==> src/verilog/soc_pkg.sv <==
//////////////////////////////////////////////////
// Bus request and response structs, SPI pin struct
// and the address map constants of the SoC
//////////////////////////////////////////////////

`default_nettype none

package soc_pkg;

    // Single-cycle request strobe from the bus master
    typedef struct packed {
        logic        sel;
        logic [31:0] addr;
        logic        we;
        logic [31:0] wdata;
        logic [3:0]  wmask;
    } bus_req_t;

    // Ack one cycle after the strobe, rdata valid with ack and zero otherwise
    typedef struct packed {
        logic        ack;
        logic [31:0] rdata;
    } bus_rsp_t;

    typedef struct packed {
        logic sclk;
        logic csn;
        logic mosi;
    } spi_pins_t;

    // Regions from address bits 31 to 28
    localparam logic [3:0] REGION_RAM = 4'd1;
    localparam logic [3:0] REGION_DEV = 4'd2;

    // Device pages from address bits 15 to 12
    localparam logic [3:0] PAGE_SYS     = 4'd0;
    localparam logic [3:0] PAGE_DISPLAY = 4'd1;
    localparam logic [3:0] PAGE_UART    = 4'd2;
    localparam logic [3:0] PAGE_KBD     = 4'd5;
    localparam logic [3:0] PAGE_SD      = 4'd6;

    // Register offsets within a page
    localparam logic [11:0] OFS_DATA   = 12'd0;
    localparam logic [11:0] OFS_STATUS = 12'd4;

endpackage

`default_nettype wire

==> src/verilog/sys_timer.sv <==
//////////////////////////////////////////////////
// System timer with periodic interrupt, EOI
// handshake and lost-tick counter
//////////////////////////////////////////////////

`default_nettype none

module sys_timer #(
    parameter int CLK_HZ  = 12_000_000,
    parameter int TICK_HZ = 1000
) (
    input  wire logic              clk,
    input  wire logic              reset_i,
    input  wire soc_pkg::bus_req_t bus_req_i,
    input  wire logic              eoi_i,
    output      soc_pkg::bus_rsp_t bus_rsp_o,
    output      logic              irq_o
);
    import soc_pkg::*;

    localparam logic [31:0] RELOAD = 32'(CLK_HZ / TICK_HZ - 1);

    logic [31:0] count;
    logic        irq_ena;
    logic        wait_handling;
    logic [31:0] lost_cnt;
    logic        ack_q;
    logic [31:0] rdata_q;
    logic        wr;
    logic        rd;
    logic [11:0] ofs;

    assign ofs = bus_req_i.addr[11:0];
    assign wr  = bus_req_i.sel && bus_req_i.we;
    assign rd  = bus_req_i.sel && !bus_req_i.we;

    always_ff @(posedge clk) begin
        if (reset_i) begin
            count         <= RELOAD;
            irq_ena       <= 1'b0;
            irq_o         <= 1'b0;
            wait_handling <= 1'b0;
            lost_cnt      <= '0;
            ack_q         <= 1'b0;
        end else begin
            ack_q <= bus_req_i.sel;
            if (wr && ofs == OFS_DATA)
                irq_ena <= bus_req_i.wdata[0];

            // Handler has started once eoi drops, irq releases when it returns high
            if (wait_handling) begin
                if (!eoi_i)
                    wait_handling <= 1'b0;
            end else if (irq_o && eoi_i) begin
                irq_o <= 1'b0;
            end

            count <= count - 1'b1;
            if (count == '0) begin
                count <= RELOAD;
                // Disabled ticks are not counted as lost
                if (irq_ena) begin
                    if (!wait_handling && eoi_i) begin
                        irq_o         <= 1'b1;
                        wait_handling <= 1'b1;
                    end else begin
                        lost_cnt <= lost_cnt + 1'b1;
                    end
                end
            end

            if (wr && ofs == OFS_STATUS)
                lost_cnt <= '0;
        end
    end

    always_ff @(posedge clk) begin
        if (rd && ofs == OFS_DATA)
            rdata_q <= {31'd0, irq_ena};
        else if (rd && ofs == OFS_STATUS)
            rdata_q <= lost_cnt;
        else
            rdata_q <= '0;
    end

    assign bus_rsp_o.ack   = ack_q;
    assign bus_rsp_o.rdata = rdata_q;

endmodule

`default_nettype wire

==> config.mk <==
export PLATFORM = sky130hd
export DESIGN_NAME = sys_timer
export DESIGN_NICKNAME = d
export VERILOG_FILES = /design/src/verilog/soc_pkg.sv /design/src/verilog/sys_timer.sv
export SDC_FILE = /design/constraint.sdc
export NUM_CORES = 1
export LEC_CHECK = 0
export BUFFER_PORTS_ARGS = -buffer_cell sky130_fd_sc_hd__buf_2
export CORE_ASPECT_RATIO = 1.4
export CORE_MARGIN = 10
export CORE_UTILIZATION = 30
export DETAILED_ROUTE_END_ITERATION = 7
export SLEW_MARGIN = 10
export SYNTH_ARGS = -nofsm -noshare
export SYNTH_HDL_FRONTEND = slang
export SYNTH_SLANG_ARGS = --single-unit
==> constraint.sdc <==
create_clock -name clk -period 6.7 [get_ports clk]
set_input_delay 0.67 -clock clk [delete_from_list [all_inputs] [get_ports clk]]
set_output_delay 0.67 -clock clk [all_outputs]
set_load 0.005 [all_outputs]
[Word-level counts from Yosys, hierarchy flattened]
Index checks and enable logic that the tools add are counted.
Storage, ports and cells
  bits in registers: 100
  output and inout port bits: 34
  word-level logic and storage cells: 41
  bits in latches: 0
  input bits: 73
  memories kept: 0
  bits in read-only memories: 0
  bits in writable memories: 0
Cells by class
  $mul: 0
  order comparisons: 0
  shifts and indexed selects: 0
  bitwise logic cells: 2
  reductions and logical operators: 16
  multiplexer cells: 12
  div/mod/pow operators: 0
  equality and inequality tests: 1
  add/subtract/negate cells: 2
Operators by type and width (number)
  adder 32 x 1 -> 32 bit (second input constant): 1
  zero test 32 bit: 1
  subtractor 32 x 1 -> 32 bit (second input constant): 1
  == test 12 x 3 -> 1 bit (second input constant): 1
  zero test 12 bit: 1
  two-way mux 1 bit: 12
  logical AND 1 bit: 8
  OR reduction 2 bit: 3
  AND reduction 3 bit: 1
  zero test 1 bit: 2
  NOT 1 bit: 2

[Depth between registers and ports, before layout]
  word-level depth: 6
  mapped depth: 9
  mapped depth without buffers: 7

[Worst setup path after synthesis]
No wires, ideal clock.
  path kind: register to register
  start: register count[0]
  end: register lost_cnt[25]
  library setup time: 0.070 ns
  path buffers: 1
  path slack: 4.316 ns
  data arrival time: 2.314 ns
  stages on the path, launching flop included: 9
  data required time: 6.630 ns
  clock period less this slack: 2.384 ns
  path through: dfxtp_1 inv_1 ha_1 nor3b_2 nand4_2 or4_1 buf_2 or4_1 a21oi_1
Between the ends
  longest elaborated chain between the ends: 2
RTL lines
  start: declaration: RTL line sys_timer.sv:23  | logic [31:0] count;
  start signal: assignment: RTL line sys_timer.sv:58  | count <= count - 1'b1;
  zero test 32 bit: RTL line sys_timer.sv:59  | if (count == '0) begin
  AND reduction 3 bit (no source line)
  end signal: assignment: RTL line sys_timer.sv:67  | lost_cnt <= lost_cnt + 1'b1;
  end: declaration: RTL line sys_timer.sv:26  | logic [31:0] lost_cnt;
No other way between the ends.
A chain may end at the register's enable or synchronous reset.

[Final worst setup path]
Ends and elaborated chain as after synthesis.

==> tab_implementation.tex <==
\begin{tabular}{lr}
\hline
Metric & Value \\
\hline
\multicolumn{2}{l}{\textbf{Timing}} \\
RSZ-0062 raised after global routing & false \\
Final clock period utilization by the worst path & 46.31\% \\
Min Clock Period, post-route & 3.103 ns \\
Maximum clock frequency & 322.3 MHz \\
Final-layout setup total negative slack & 0 ns \\
Worst-margin pin slew & 0.9553 ns \\
Count of endpoints failing setup in the final report & 0 \\
Max-slew headroom at the worst pin & 36.02\% \\
Final Max Tran Viols & 0 \\
Worst clock skew on the final layout & 0.007351 ns \\
Final hold vios & 0 \\
\multicolumn{2}{l}{\textbf{Worst setup path}} \\
Nature of the critical path startpoint & flop \\
Category of the worst setup path capture point & flop \\
Maximum fanout encountered on the critical timing path & 17 \\
Data required time at the worst endpoint & 6.97 ns \\
Critical Path End & lost\_cnt[25] \\
Destination of the worst register-to-register timing path & lost\_cnt[25] \\
Launching element of the worst setup path & count[0] \\
Type of the worst setup path & flop to flop \\
R2R Setup Slk & 3.60 ns \\
R2R depth & 7 \\
Critical path data arrival time & 3.38 ns \\
Reg2Reg Launch Point & count[0] \\
\multicolumn{2}{l}{\textbf{Detailed routing}} \\
Mean routed wirelength per cell & 12.74 um \\
Detailed router's first-iteration violation count & 128 \\
Antenna violation net count after detailed routing & 0 \\
\# DRC & 0 \\
WL final & 8525 um \\
Average via count per standard cell & 4.710 \\
Pre-antenna DRT Iters & 4 \\
Number of vias after detailed routing & 3151 \\
\multicolumn{2}{l}{\textbf{Synthesis}} \\
Fraction of synthesis flops using an asynchronous set or reset pin & 0\% \\
Area fraction of the dominant cell type after synthesis & 49.03\% \\
Post-synthesis net count & 517 \\
Syn Inst Count & 442 \\
Syn Std Cell Area & 4083 um\^{}2 \\
Top area cells in the synthesized netlist & sky130\_fd\_sc\_hd\_\_dfxtp\_1 (49\%), sky130\_fd\_sc\_hd\_\_xnor2\_1 (7.5\%), sky130\_fd\_sc\_hd\_\_and2\_1 (5.4\%) \\
Number of enable flip-flop cells after synthesis & 0 \\
Flip-flop cell with the highest count after synthesis & sky130\_fd\_sc\_hd\_\_dfxtp\_1 \\
Library cell occupying the most area in the post-synthesis netlist & sky130\_fd\_sc\_hd\_\_dfxtp\_1 \\
Sequential share of the synthesized area & 49.03\% \\
Synthesized flop and latch total & 100 \\
Avg Cell Area, Syn & 9.237 um\^{}2 \\
Warning count from the yosys run & 0 \\
Distinct cell type count after synthesis & 44 \\
\multicolumn{2}{l}{\textbf{Die}} \\
Die Span X & 118.6 um \\
Floorplan core area & 13390 um\^{}2 \\
Die Ht & 158.0 um \\
Die area & 18740 um\^{}2 \\
Starting density of the core & 30.50\% \\
I/O pin cnt & 107 \\
Row Count & 50 \\
\multicolumn{2}{l}{\textbf{Layout}} \\
Final \#Nets & 558 \\
Number of fill cells & 1387 \\
Fraction of final layout cells with drive strength greater than 1 & 15.20\% \\
Area used by multi-input combinational logic & 1972 um\^{}2 \\
Syn-to-layout area delta & 16.89\% \\
Non-filler instance count after layout & 669 \\
Count of antenna diodes in the layout & 0 \\
Register cell area after layout & 2002 um\^{}2 \\
Post-route cell area & 4772 um\^{}2 \\
\multicolumn{2}{l}{\textbf{Global route}} \\
Wire length of the first global-routing pass & 14550 um \\
Remaining global-route overflow & 0 \\
Pin count of the biggest net entering global routing & 32 \\
Vias in the first global route & 2977 \\
Global router's overall resource usage & 9.394\% \\
Antenna violations before repair & 0 \\
\multicolumn{2}{l}{\textbf{Clocking}} \\
Maximum number of buffers from clock root to sink & 2 \\
TritonCTS clock tree & built \\
Clock root buffer master & sky130\_fd\_sc\_hd\_\_clkbuf\_16 \\
Post-CTS Hold Buffers & 0 \\
Count of cells resized by post-cts repair & 0 \\
Insertion delay to the later sink of the worst-skew pair & 0.34 ns \\
Clock-pin slew of the registers on the worst-case setup and hold paths & 0.07 ns \\
TritonCTS buffer count & 9 \\
H-tree depth & 3 \\
Setup Fix Bufs, Post-CTS & 0 \\
Clock sink count & 100 \\
\multicolumn{2}{l}{\textbf{Hold path}} \\
Worst min-delay path category & flop to flop \\
Worst hold path startpoint & count[0] \\
\multicolumn{2}{l}{\textbf{Outcome}} \\
Run status & finished, final reports clean \\
\multicolumn{2}{l}{\textbf{Placed design}} \\
Buffers on Ports & 51 \\
Final weighted congestion in routability-driven placement & 0.7872 \\
Number of instances in the placed design & 654 \\
Half-perimeter wire length of the detailed placement result & 6253 um \\
Dpl cell area & 4479 um\^{}2 \\
\multicolumn{2}{l}{\textbf{Power}} \\
Ratio of total power to cell area & 236.5 nW/um\^{}2 \\
Worst VDD drop & 0.09715 mV \\
Total leakage power & 1.864 nW \\
\multicolumn{2}{l}{\textbf{Run}} \\
Reported max-cap violation count & 0 \\
\hline
\end{tabular}
[report_power, final]
group | total, mW | switching [mW] | internal (mW)
Clock | 0.512 | 0.215 | 0.297
Combinational | 0.0188 | 0.0117 | 0.00711
Sequential | 0.598 | 0.00172 | 0.596
Total | 1.13 | 0.229 | 0.900
[registers in the layout, indices dropped and copies added, names as in the netlist]
name / count
ack_q: 1
count: 32
irq_ena: 1
irq_o: 1
lost_cnt: 32
rdata_q: 32
wait_handling: 1
[worst min-delay path by stage]
| stage | endpoint | depth (start not counted) | slack, ns |
|---|---|---|---|
| after global routing | count[0] | 1 | 0.46 |
| after detailed placement | count[0] | 1 | 0.41 |
| after floorplan | count[0] | 1 | 0.39 |
| after CTS | count[0] | 1 | 0.43 |
| final | count[0] | 1 | 0.42 |
| after global placement | count[0] | 1 | 0.40 |
[per-layer routing]
layer / global-route usage (%) / vias to the layer above / part of all wire, %
li1: - / 1622 / -
met1: 10.22 / 1481 / 42
met2: 16.57 / 38 / 52
met3: 3.173 / 10 / 4.3
met4: 3.499 / 0 / 1.5
met5: 0 / - / 0
[final cells by class]
type	count	area share, %
Timing Repair Buffer	51	5.349
Clock buffer	11	5.087
Sequential cell	100	41.95
Multi-Input combinational cell	315	41.32
Tap cell	182	4.772
Clock inverter	4	1.049
Inverter	6	0.4719
[Yosys cell counts, types with 3 or more instances]
master / instances
sky130_fd_sc_hd__a21oi_1: 14
sky130_fd_sc_hd__and2_1: 35
sky130_fd_sc_hd__and3_1: 6
sky130_fd_sc_hd__buf_2: 3
sky130_fd_sc_hd__clkbuf_1: 15
sky130_fd_sc_hd__dfxtp_1: 100
sky130_fd_sc_hd__inv_1: 6
sky130_fd_sc_hd__mux2i_1: 7
sky130_fd_sc_hd__nand2_1: 26
sky130_fd_sc_hd__nand2b_1: 5
sky130_fd_sc_hd__nand3_1: 16
sky130_fd_sc_hd__nand3b_1: 4
sky130_fd_sc_hd__nand4_1: 14
sky130_fd_sc_hd__nor2_1: 49
sky130_fd_sc_hd__nor3_1: 13
sky130_fd_sc_hd__nor3b_1: 3
sky130_fd_sc_hd__nor4_1: 22
sky130_fd_sc_hd__o21ai_0: 12
sky130_fd_sc_hd__or3_1: 16
sky130_fd_sc_hd__or4_1: 7
sky130_fd_sc_hd__xnor2_1: 35
sky130_fd_sc_hd__xor2_1: 5
[metrics by stage]
stage	util (%)	hold WS (ns)	power, mW	setup WS (ns)
2_1_floorplan	-	0.3909	0.6214	4.316
3_3_place_gp	33.46	0.4025	0.6299	3.625
3_5_place_dp	33.46	0.4097	0.6304	3.632
4_1_cts	35.64	0.4250	1.141	3.603
5_1_grt	35.64	0.4562	1.171	3.425
6_report	35.64	0.4235	1.129	3.597
[logic make-up (layout without fill, tap and decap cells)]
logic type | Yosys count | in the layout | share of synthesized area (%)
AND/OR/NAND/NOR | 232 | 232 | 32.64
flip-flops | 100 | 100 | 49.03
XOR/XNOR | 40 | 40 | 8.581
AO/OA/AOI/OAI | 34 | 34 | 4.751
buffers and inverters | 27 | 72 | 2.666
multiplexers | 7 | 7 | 1.716
adder cells (fa/ha/maj) | 2 | 2 | 0.6128
[layout by cell type, fill, tap and decap left out, drive strengths merged, types with 11 or more instances in the layout]
master,count
dfxtp,100
buf,51
nor2,49
and2,35
xnor2,35
nand2,26
nor4,25
or3,17
nand3,16
nand4,15
a21oi,14
nor3,13
o21ai,12
clkbuf,11
[worst max-delay path: stages, from the launching register on]
cell,delay [ns]
sky130_fd_sc_hd__dfxtp_1,0.34
sky130_fd_sc_hd__inv_1,0.06
sky130_fd_sc_hd__ha_1,0.17
sky130_fd_sc_hd__nor3b_2,0.38
sky130_fd_sc_hd__nand4_2,0.44
sky130_fd_sc_hd__or4_1,0.91
sky130_fd_sc_hd__or4_1,0.58
sky130_fd_sc_hd__a21oi_1,0.14
Power figures use the tool's default switching activity.
