`config.mk`:
```
export PLATFORM = sky130hd
export DESIGN_NAME = io_regs
export DESIGN_NICKNAME = d
export VERILOG_FILES = /design/src/verilog/soc_pkg.sv /design/src/verilog/byte_fifo.sv /design/src/verilog/io_regs.sv
export SDC_FILE = /design/constraint.sdc
export NUM_CORES = 1
export LEC_CHECK = 0
export BUFFER_PORTS_ARGS = -buffer_cell sky130_fd_sc_hd__buf_4
export CORE_ASPECT_RATIO = 1.5
export CORE_UTILIZATION = 30
export CTS_CLUSTER_SIZE = 25
export DETAILED_ROUTE_END_ITERATION = 10
export PLACE_DENSITY_LB_ADDON = 0.15
export SLEW_MARGIN = 20
export SYNTH_ARGS = -nofsm -noshare
export SYNTH_HDL_FRONTEND = slang
export SYNTH_SLANG_ARGS = --single-unit
```
`constraint.sdc`:
```
create_clock -name clk -period 2.4 [get_ports clk]
set_input_delay 0.72 -clock clk [delete_from_list [all_inputs] [get_ports clk]]
set_output_delay 0.72 -clock clk [all_outputs]
set_load 0.03 [all_outputs]
```
`src/verilog/soc_pkg.sv`:
```
//////////////////////////////////////////////////
// Bus request and response structs, SPI pin struct
// and the address map constants of the SoC
//////////////////////////////////////////////////

`default_nettype none

package soc_pkg;

    // Single-cycle request strobe from the bus master
    typedef struct packed {
        logic        sel;
        logic [31:0] addr;
        logic        we;
        logic [31:0] wdata;
        logic [3:0]  wmask;
    } bus_req_t;

    // Ack one cycle after the strobe, rdata valid with ack and zero otherwise
    typedef struct packed {
        logic        ack;
        logic [31:0] rdata;
    } bus_rsp_t;

    typedef struct packed {
        logic sclk;
        logic csn;
        logic mosi;
    } spi_pins_t;

    // Regions from address bits 31 to 28
    localparam logic [3:0] REGION_RAM = 4'd1;
    localparam logic [3:0] REGION_DEV = 4'd2;

    // Device pages from address bits 15 to 12
    localparam logic [3:0] PAGE_SYS     = 4'd0;
    localparam logic [3:0] PAGE_DISPLAY = 4'd1;
    localparam logic [3:0] PAGE_UART    = 4'd2;
    localparam logic [3:0] PAGE_KBD     = 4'd5;
    localparam logic [3:0] PAGE_SD      = 4'd6;

    // Register offsets within a page
    localparam logic [11:0] OFS_DATA   = 12'd0;
    localparam logic [11:0] OFS_STATUS = 12'd4;

endpackage

`default_nettype wire

```
`src/verilog/byte_fifo.sv`:
```
//////////////////////////////////////////////////
// First-word-fall-through byte FIFO
//////////////////////////////////////////////////

`default_nettype none

module byte_fifo #(
    parameter int DEPTH_LOG2 = 4
) (
    input  wire logic       clk,
    input  wire logic       reset_i,
    input  wire logic [7:0] wr_data_i,
    input  wire logic       wr_en_i,
    output      logic       full_o,
    output      logic [7:0] rd_data_o,
    input  wire logic       rd_en_i,
    output      logic       empty_o
);

    logic [7:0]          mem [2**DEPTH_LOG2];
    // Top bit is the wrap flag
    logic [DEPTH_LOG2:0] wr_ptr;
    logic [DEPTH_LOG2:0] rd_ptr;

    assign empty_o = (wr_ptr == rd_ptr);
    assign full_o  = (wr_ptr[DEPTH_LOG2] != rd_ptr[DEPTH_LOG2]) &&
                     (wr_ptr[DEPTH_LOG2-1:0] == rd_ptr[DEPTH_LOG2-1:0]);

    // Head visible without a read
    assign rd_data_o = mem[rd_ptr[DEPTH_LOG2-1:0]];

    always_ff @(posedge clk) begin
        if (reset_i) begin
            wr_ptr <= '0;
            rd_ptr <= '0;
        end else begin
            if (wr_en_i && !full_o)
                wr_ptr <= wr_ptr + 1'b1;
            if (rd_en_i && !empty_o)
                rd_ptr <= rd_ptr + 1'b1;
        end
    end

    always_ff @(posedge clk) begin
        if (wr_en_i && !full_o)
            mem[wr_ptr[DEPTH_LOG2-1:0]] <= wr_data_i;
    end

endmodule

`default_nettype wire

```
`src/verilog/io_regs.sv`:
```
//////////////////////////////////////////////////
// Display, UART, keyboard and SD-card registers
//////////////////////////////////////////////////

`default_nettype none

module io_regs #(
    parameter int UART_FIFO_LOG2 = 4,
    parameter int KBD_FIFO_LOG2  = 5
) (
    input  wire logic               clk,
    input  wire logic               reset_i,
    input  wire soc_pkg::bus_req_t  bus_req_i,
    input  wire logic [7:0]         uart_rx_byte_i,
    input  wire logic               uart_rx_valid_i,
    input  wire logic               uart_busy_i,
    input  wire logic [7:0]         kbd_code_i,
    input  wire logic               kbd_strobe_i,
    input  wire logic               sd_miso_i,
    output      soc_pkg::bus_rsp_t  bus_rsp_o,
    output      logic [7:0]         display_o,
    output      logic [7:0]         uart_tx_byte_o,
    output      logic               uart_tx_strobe_o,
    output      soc_pkg::spi_pins_t sd_o
);
    import soc_pkg::*;

    logic [3:0]  page;
    logic [11:0] ofs;
    logic        wr;
    logic        rd;
    logic        disp_wr;
    logic        tx_wr;
    logic        sd_wr;
    logic        uart_empty;
    logic        uart_full;
    logic        uart_deq;
    logic [7:0]  uart_head;
    logic [7:0]  uart_code;
    logic        kbd_empty;
    logic        kbd_full;
    logic        kbd_deq;
    logic [7:0]  kbd_head;
    logic [7:0]  kbd_code;
    logic        ack_q;
    logic [31:0] rd_data;
    logic [31:0] rdata_q;

    assign page = bus_req_i.addr[15:12];
    assign ofs  = bus_req_i.addr[11:0];
    assign wr   = bus_req_i.sel && bus_req_i.we;
    assign rd   = bus_req_i.sel && !bus_req_i.we;

    assign disp_wr  = wr && page == PAGE_DISPLAY;
    assign tx_wr    = wr && page == PAGE_UART && ofs == OFS_DATA;
    assign sd_wr    = wr && page == PAGE_SD && ofs == OFS_DATA;
    // Dequeue of an empty FIFO does nothing
    assign uart_deq = wr && page == PAGE_UART && ofs == OFS_STATUS && !uart_empty;
    assign kbd_deq  = wr && page == PAGE_KBD && ofs == OFS_DATA && !kbd_empty;

    byte_fifo #(.DEPTH_LOG2(UART_FIFO_LOG2)) uart_rx_fifo (
        .clk      (clk),
        .reset_i  (reset_i),
        .wr_data_i(uart_rx_byte_i),
        .wr_en_i  (uart_rx_valid_i && !uart_full),
        .full_o   (uart_full),
        .rd_data_o(uart_head),
        .rd_en_i  (uart_deq),
        .empty_o  (uart_empty)
    );

    byte_fifo #(.DEPTH_LOG2(KBD_FIFO_LOG2)) kbd_fifo (
        .clk      (clk),
        .reset_i  (reset_i),
        .wr_data_i(kbd_code_i),
        .wr_en_i  (kbd_strobe_i && !kbd_full),
        .full_o   (kbd_full),
        .rd_data_o(kbd_head),
        .rd_en_i  (kbd_deq),
        .empty_o  (kbd_empty)
    );

    always_ff @(posedge clk) begin
        if (reset_i) begin
            display_o        <= 8'd0;
            uart_tx_strobe_o <= 1'b0;
            sd_o             <= '{sclk: 1'b0, csn: 1'b1, mosi: 1'b0};
            ack_q            <= 1'b0;
        end else begin
            ack_q            <= bus_req_i.sel;
            uart_tx_strobe_o <= tx_wr;
            if (disp_wr)
                display_o <= bus_req_i.wdata[7:0];
            // cs is active high on the bus, csn on the pin
            if (sd_wr)
                sd_o <= '{sclk: bus_req_i.wdata[2], csn: ~bus_req_i.wdata[1],
                          mosi: bus_req_i.wdata[0]};
        end
    end

    always_comb begin
        rd_data = '0;
        case (page)
            PAGE_DISPLAY: rd_data = {24'd0, display_o};
            PAGE_UART: begin
                if (ofs == OFS_DATA)
                    rd_data = {24'd0, uart_code};
                else if (ofs == OFS_STATUS)
                    rd_data = {30'd0, ~uart_empty, uart_busy_i};
            end
            PAGE_KBD: begin
                if (ofs == OFS_DATA)
                    rd_data = {31'd0, ~kbd_empty};
                else if (ofs == OFS_STATUS)
                    rd_data = {24'd0, kbd_code};
            end
            PAGE_SD: begin
                if (ofs == OFS_DATA)
                    rd_data = {31'd0, sd_miso_i};
            end
            default: rd_data = '0;
        endcase
    end

    always_ff @(posedge clk) begin
        if (tx_wr)
            uart_tx_byte_o <= bus_req_i.wdata[7:0];
        if (uart_deq)
            uart_code <= uart_head;
        if (kbd_deq)
            kbd_code <= kbd_head;
        rdata_q <= rd ? rd_data : 32'd0;
    end

    assign bus_rsp_o.ack   = ack_q;
    assign bus_rsp_o.rdata = rdata_q;

endmodule

`default_nettype wire

```
# Word-level counts from Yosys, hierarchy flattened
# Memory sizes are Yosys's and may differ from the RTL's. A register that Yosys moved wholly into a read port is not among the register bits.
# Index checks and enable logic that the tools add are counted.
# word_totals
regBits	75
ram_bits	384
in_bits	92
output_inout_bits	53
wordCells	68
memories	2
# classes
addsub	4
n_eq_ne	11
muxes	10
bitwise_logic	3
reduce_logical	26
# mem_list
name	words	width	read_ports	rd_clocked_by_memory_dff	write_ports	line	text
kbd_fifo.mem	32	8	1	1	1	byte_fifo.sv:20	logic [7:0] mem [2**DEPTH_LOG2];
uart_rx_fifo.mem	16	8	1	1	1	byte_fifo.sv:20	
# op_table
operator	n
8-bit case mux with 4 select lines	1
8-bit two-way mux	3
1-bit logical AND	20
6-bit by 1-bit adder with 6-bit output, second input constant	2
12-bit by 3-bit equality test with 1-bit output, second input constant	1
12-bit zero test	1
5-bit by 1-bit adder with 5-bit output, second input constant	2
5-bit equality test	2
4-bit by 3-bit equality test with 1-bit output, second input constant	2
6-bit equality test	1
1-bit zero test	5
1-bit two-way mux	5
4-bit by 1-bit equality test with 1-bit output, second input constant	1
4-bit by 2-bit equality test with 1-bit output, second input constant	1
4-bit equality test	1
1-bit NOT	3
2-bit two-way mux	1
1-bit inequality test	2

# Depth between registers and ports, before layout
# depth
depth_word	7
mapped_depth	9
ltp_nobuf	5

# Cells and area by module
# A second synthesis with hierarchy kept.
# hier_totals
cells_unflattened	931
hier_area_um2	18415.2
# modules_own_cells
module	n_inst	cells_each	area_each_um2	seq_area_each_um2
byte_fifo at kbd_fifo	1	492	10657.7	8027.7
byte_fifo at uart_rx_fifo	1	283	5829.3	4124.0
io_regs	1	156	1928.1	1141.1

# Worst setup path before layout
# Ideal clock, no wire load.
# synth_path
kind	input port to flip-flop
start	input bus_req_i[38] in the netlist's numbering
end	register uart_code[0] (read register of uart_rx_fifo.mem), enable pin
setup_time_ns	0.383
t_arrival_ns	1.974
required_time_ns	2.017
slack_ns	0.043
cell_stages	3
path_buffers	0
path_cell_list	nor4_4 nand3_2 nor3_1
# synth_between
elab_chain_len	3
# synth_lines
item	line	text
start: declaration	io_regs.sv:13	input wire soc_pkg::bus_req_t bus_req_i,
12-bit by 3-bit equality test with 1-bit output	io_regs.sv:58	assign uart_deq = wr && page == PAGE_UART && ofs == OFS_STATUS && !uart_empty;
1-bit logical AND (2 in series)	io_regs.sv:58	
via uart_deq	io_regs.sv:37	logic uart_deq;
end: declaration	io_regs.sv:39	logic [7:0] uart_code;
# The timed path passes the listed nets, and every way through them passes these cells.
# A chain may end at the register's enable or synchronous reset.

# Final worst setup path
# layout_path
start	register kbd_fifo.wr_ptr[4]
end	memory kbd_fifo.mem[3][2], enable pin
# layout_between
elab_chain_len	7
# layout_lines
item	line	text
start: declaration	byte_fifo.sv:22	logic [DEPTH_LOG2:0] wr_ptr;
start signal: assignment	byte_fifo.sv:38	wr_ptr <= wr_ptr + 1'b1;
5-bit equality test	byte_fifo.sv:27	(wr_ptr[DEPTH_LOG2-1:0] == rd_ptr[DEPTH_LOG2-1:0]);
1-bit logical AND	byte_fifo.sv:26	assign full_o = (wr_ptr[DEPTH_LOG2] != rd_ptr[DEPTH_LOG2]) &&
1-bit zero test	byte_fifo.sv:45, io_regs.sv:76	
1-bit logical AND	io_regs.sv:76	.wr_en_i (kbd_strobe_i && !kbd_full),
1-bit logical AND	byte_fifo.sv:45	if (wr_en_i && !full_o)
1-bit two-way mux	byte_fifo.sv:45	
1-bit two-way mux (implied by the code)	byte_fifo.sv:46	mem[wr_ptr[DEPTH_LOG2-1:0]] <= wr_data_i;
end: declaration	byte_fifo.sv:20	
# Several ways; a longest one is shown, not always the timed one.

==> results.yml <==
yosys:
  synthArstFlopShare_pct: 0
  yosys.area.top_type_share_pct: 67.6
  synth_edf_count: 408
  synth.area.mux_share_pct: 15.3
  synth_top_area_cell: "edfxtp_1"
  synth_area_leaders: "edfxtp_1 (68%), mux4_2 (13%), dfxtp_1 (4.7%), mux2i_1 (2.0%), nor2_1 (1.6%)"
  synth_cell_types: 64
  ys_seq_elements: 451
  synth_top_family_by_area: "multiplexers"
  yosys.area_share.simple_pct: 5.01
  yosysSeqAreaShare_pct: 72.4
  synth-compound-area-share_pct: 3.00
  yosys.area_share.xor_xnor_pct: 0.967
  netlist_area_mm2: 0.0181
  ys.flop_type: "edfxtp_1"
  ys_warn_count: 0
  netlist_instances: 948
  synthAdderAreaFrac_pct: 0.690
  avgSynthCellArea_um2: 19.1
floorplan:
  dieArea_mm2: 0.0614
  die_h_um: 303
  coreArea_mm2: 0.0599
  initial_core_util_pct: 30.3
  die_w_um: 203
  rows: 110
  io_pins: 145
power_and_ir_drop:
  vdd_drop_max_uv: 612
  leakage_nw: 6.90
  power_mw: 16.3
  power.density_mw_per_mm2: 751
grt:
  grt_max_degree: 41
  grt_pass1_wl_um: 64600
  antenna_found_initial: 0
  grt_pass1_vias: 9715
  grt_usage_pct: 14.7
  grt-ovfl-total: 0
placement:
  placement.io_buffers: 76
  hpwlAfterDp_um: 30000
  place_area_mm2: 0.0202
  gp_congestion: 0.757
timing:
  worstMarginPinSlew_ns: 1.01
  fin_skew_ns: 0.0335
  maxSlewViolCount: 0
  tns_ns: 0
  rsz0062_at_grt: "true"
  holdWs_ns: 0.318
  max_freq_mhz: 442
  min_period_ns: 2.26
  min_period_over_period_pct: 94.2
  setup_viol: 0
  max_slew_margin_pct: 32.4
  hold_viol: 0
clock_tree:
  clk_pin_slew_ns: 0.06
  cts_hold_buf: 0
  cts_root_buf: "clkbuf_16"
  cts.path.max_buffers: 3
  insertion_delay_ns: 0.59
  postCtsSetupBuffers: 0
  cts_tree: "yes"
  cts_sinks: 451
  htree_levels: 2
  cts_buffers: 47
drt:
  wl_um: 44200
  drc: 0
  drt_first_pass_iters: 4
  antenna_left: 0
  vias: 8954
  wl_per_cell_um: 22.7
  via_per_inst: 4.59
  dr.first_iter.drc_count: 486
layout:
  syn2layout_area_growth_pct: 19.9
  fillers: 5650
  multiInputGateArea_mm2: 0.00468
  nets: 1228
  insertedDiodeCount: 0
  final_common_cell: "edfxtp_1"
  layout_common_cells: "edfxtp_1 (408), buf_4 (164), mux4_2 (104)"
  final_cell_area_mm2: 0.0217
  regArea_mm2: 0.0131
  layout-drive-gt1-share_pct: 34.2
critical_path:
  r2r_slack_ns: 0.14
  reg2reg_from: "kbd_fifo.wr_ptr[4]$_SDFFE_PP0P_"
  reg2regPathDepth: 6
  cp_data_required_time_ns: 2.61
  crit_fanout: 8
  path_class: "flip-flop to flip-flop"
  crit_path_end_kind: "flip-flop"
  start_kind: "flip-flop"
  rr_endpoint: "kbd_fifo.mem[3][2]$_DFFE_PP_"
  worstPathArrival_ns: 2.47
worst_hold_path:
  hp-class: "primary input to flip-flop"
  hp-start: "bus_req_i[9]"
  min_path_cells: 1
  hold_end: "uart_tx_byte_o[5]$_DFFE_PP_"
status:
  status: "completed"
run:
  maxCapViolations: 0
[report_power, final]
group	internal [mW]	switching [mW]
combinational	0.211	0.383
clock	4.02	3.07
sequential	8.62	0.0201
[stage by stage]
stage | setup WS, ns | util [%] | std cells
after floorplan | 0.0428 | - | 971
after global placement | -0.116 | 33.7 | 1861
after detailed placement | -0.0962 | 33.7 | 1861
after CTS | 0.00314 | 36.2 | 1949
after global routing | 0.00428 | 36.3 | 1949
final | 0.139 | 36.3 | 1949
[sequential cells by signal, summed over array words and instances (netlist names), 3 cells and up]
signal               cells
uart_rx_fifo.rd_ptr      5
sd_o                     3
display_o                8
kbd_fifo.mem           256
kbd_code                 8
uart_tx_byte_o           8
uart_rx_fifo.mem       128
kbd_fifo.rd_ptr          6
rdata_q                  8
uart_code                8
uart_rx_fifo.wr_ptr      5
kbd_fifo.wr_ptr          6
[cell usage after synthesis (4+ instances only)]
cell type and number:
nand2b_1 4, xor2_1 5, nor2_1 78, a21oi_1 24, nor3_1 8, clkbuf_1 11
o21ai_0 5, inv_1 7, mux2i_1 37, a22oi_1 7, nand2_1 21, buf_6 5
nand4_1 6, mux2_2 5, a21o_1 7, nand3_1 8, buf_1 4, buf_2 14
mux4_2 104, o22ai_1 7, xnor2_1 15, edfxtp_1 408, a211oi_1 7, nor2b_1 13
ha_1 10, buf_4 32, dfxtp_1 43
[cells by family (layout without fill, tap and decap cells)]
| logic type | count (synthesis) | in the layout |
|---|---|---|
| flip-flops | 451 | 451 |
| multiplexers | 147 | 147 |
| buffers and inverters | 76 | 270 |
| adder cells (fa/ha/maj) | 10 | 10 |
| AND/OR/NAND/NOR | 168 | 168 |
| XOR/XNOR | 20 | 20 |
| other | 1 | 24 |
| AO/OA/AOI/OAI | 75 | 75 |
[metal layers]
layer / up-vias / routed length [um] / track usage, %
met3: 59 / 1370 / 2.30
li1: 4109 / - / -
met5: - / 0 / 0
met2: 152 / 25100 / 28.7
met4: 0 / 1010 / 4.51
met1: 4634 / 16700 / 16.0
[worst max path at each step]
stage,start,endpoint,slack [ns]
2_1_floorplan,bus_req_i[38],uart_code[0]$_DFFE_PP_,0.04
5_1_grt,kbd_fifo.wr_ptr[4]$_SDFFE_PP0P_,kbd_fifo.mem[14][5]$_DFFE_PP_,0.004
3_5_place_dp,kbd_strobe_i,kbd_fifo.mem[2][7]$_DFFE_PP_,-0.1
3_3_place_gp,kbd_strobe_i,kbd_fifo.mem[1][7]$_DFFE_PP_,-0.12
4_1_cts,kbd_fifo.rd_ptr[4]$_SDFFE_PP0P_,kbd_fifo.mem[21][7]$_DFFE_PP_,0.003
6_report,kbd_fifo.wr_ptr[4]$_SDFFE_PP0P_,kbd_fifo.mem[3][2]$_DFFE_PP_,0.14
[layout make-up]
class                           instances  area share (%)
Timing Repair Buffer                  174            6.58
Clock buffer                           67            5.99
Inverter                                8           0.138
Sequential cell                       451            60.4
Tap cell                              784            4.51
Multi-Input combinational cell        444            21.5
Clock inverter                         21           0.869
[what timing repair did]
item	in CTS	in global routing
endpoints found under the setup margin	25	137
gates cloned	0	0
pin swaps	0	0
gates resized for setup	4	20
endpoints found under the hold margin	0	0
[critical path: stages, from the launching register on]
cell and delay (ns):
dfxtp_1 0.35, xor2_1 0.23, or3_1 0.17, buf_4 0.11, o211ai_2 0.15, buf_12 0.20
nor2_1 0.67
No activity file was read; power rests on OpenSTA's default activity.
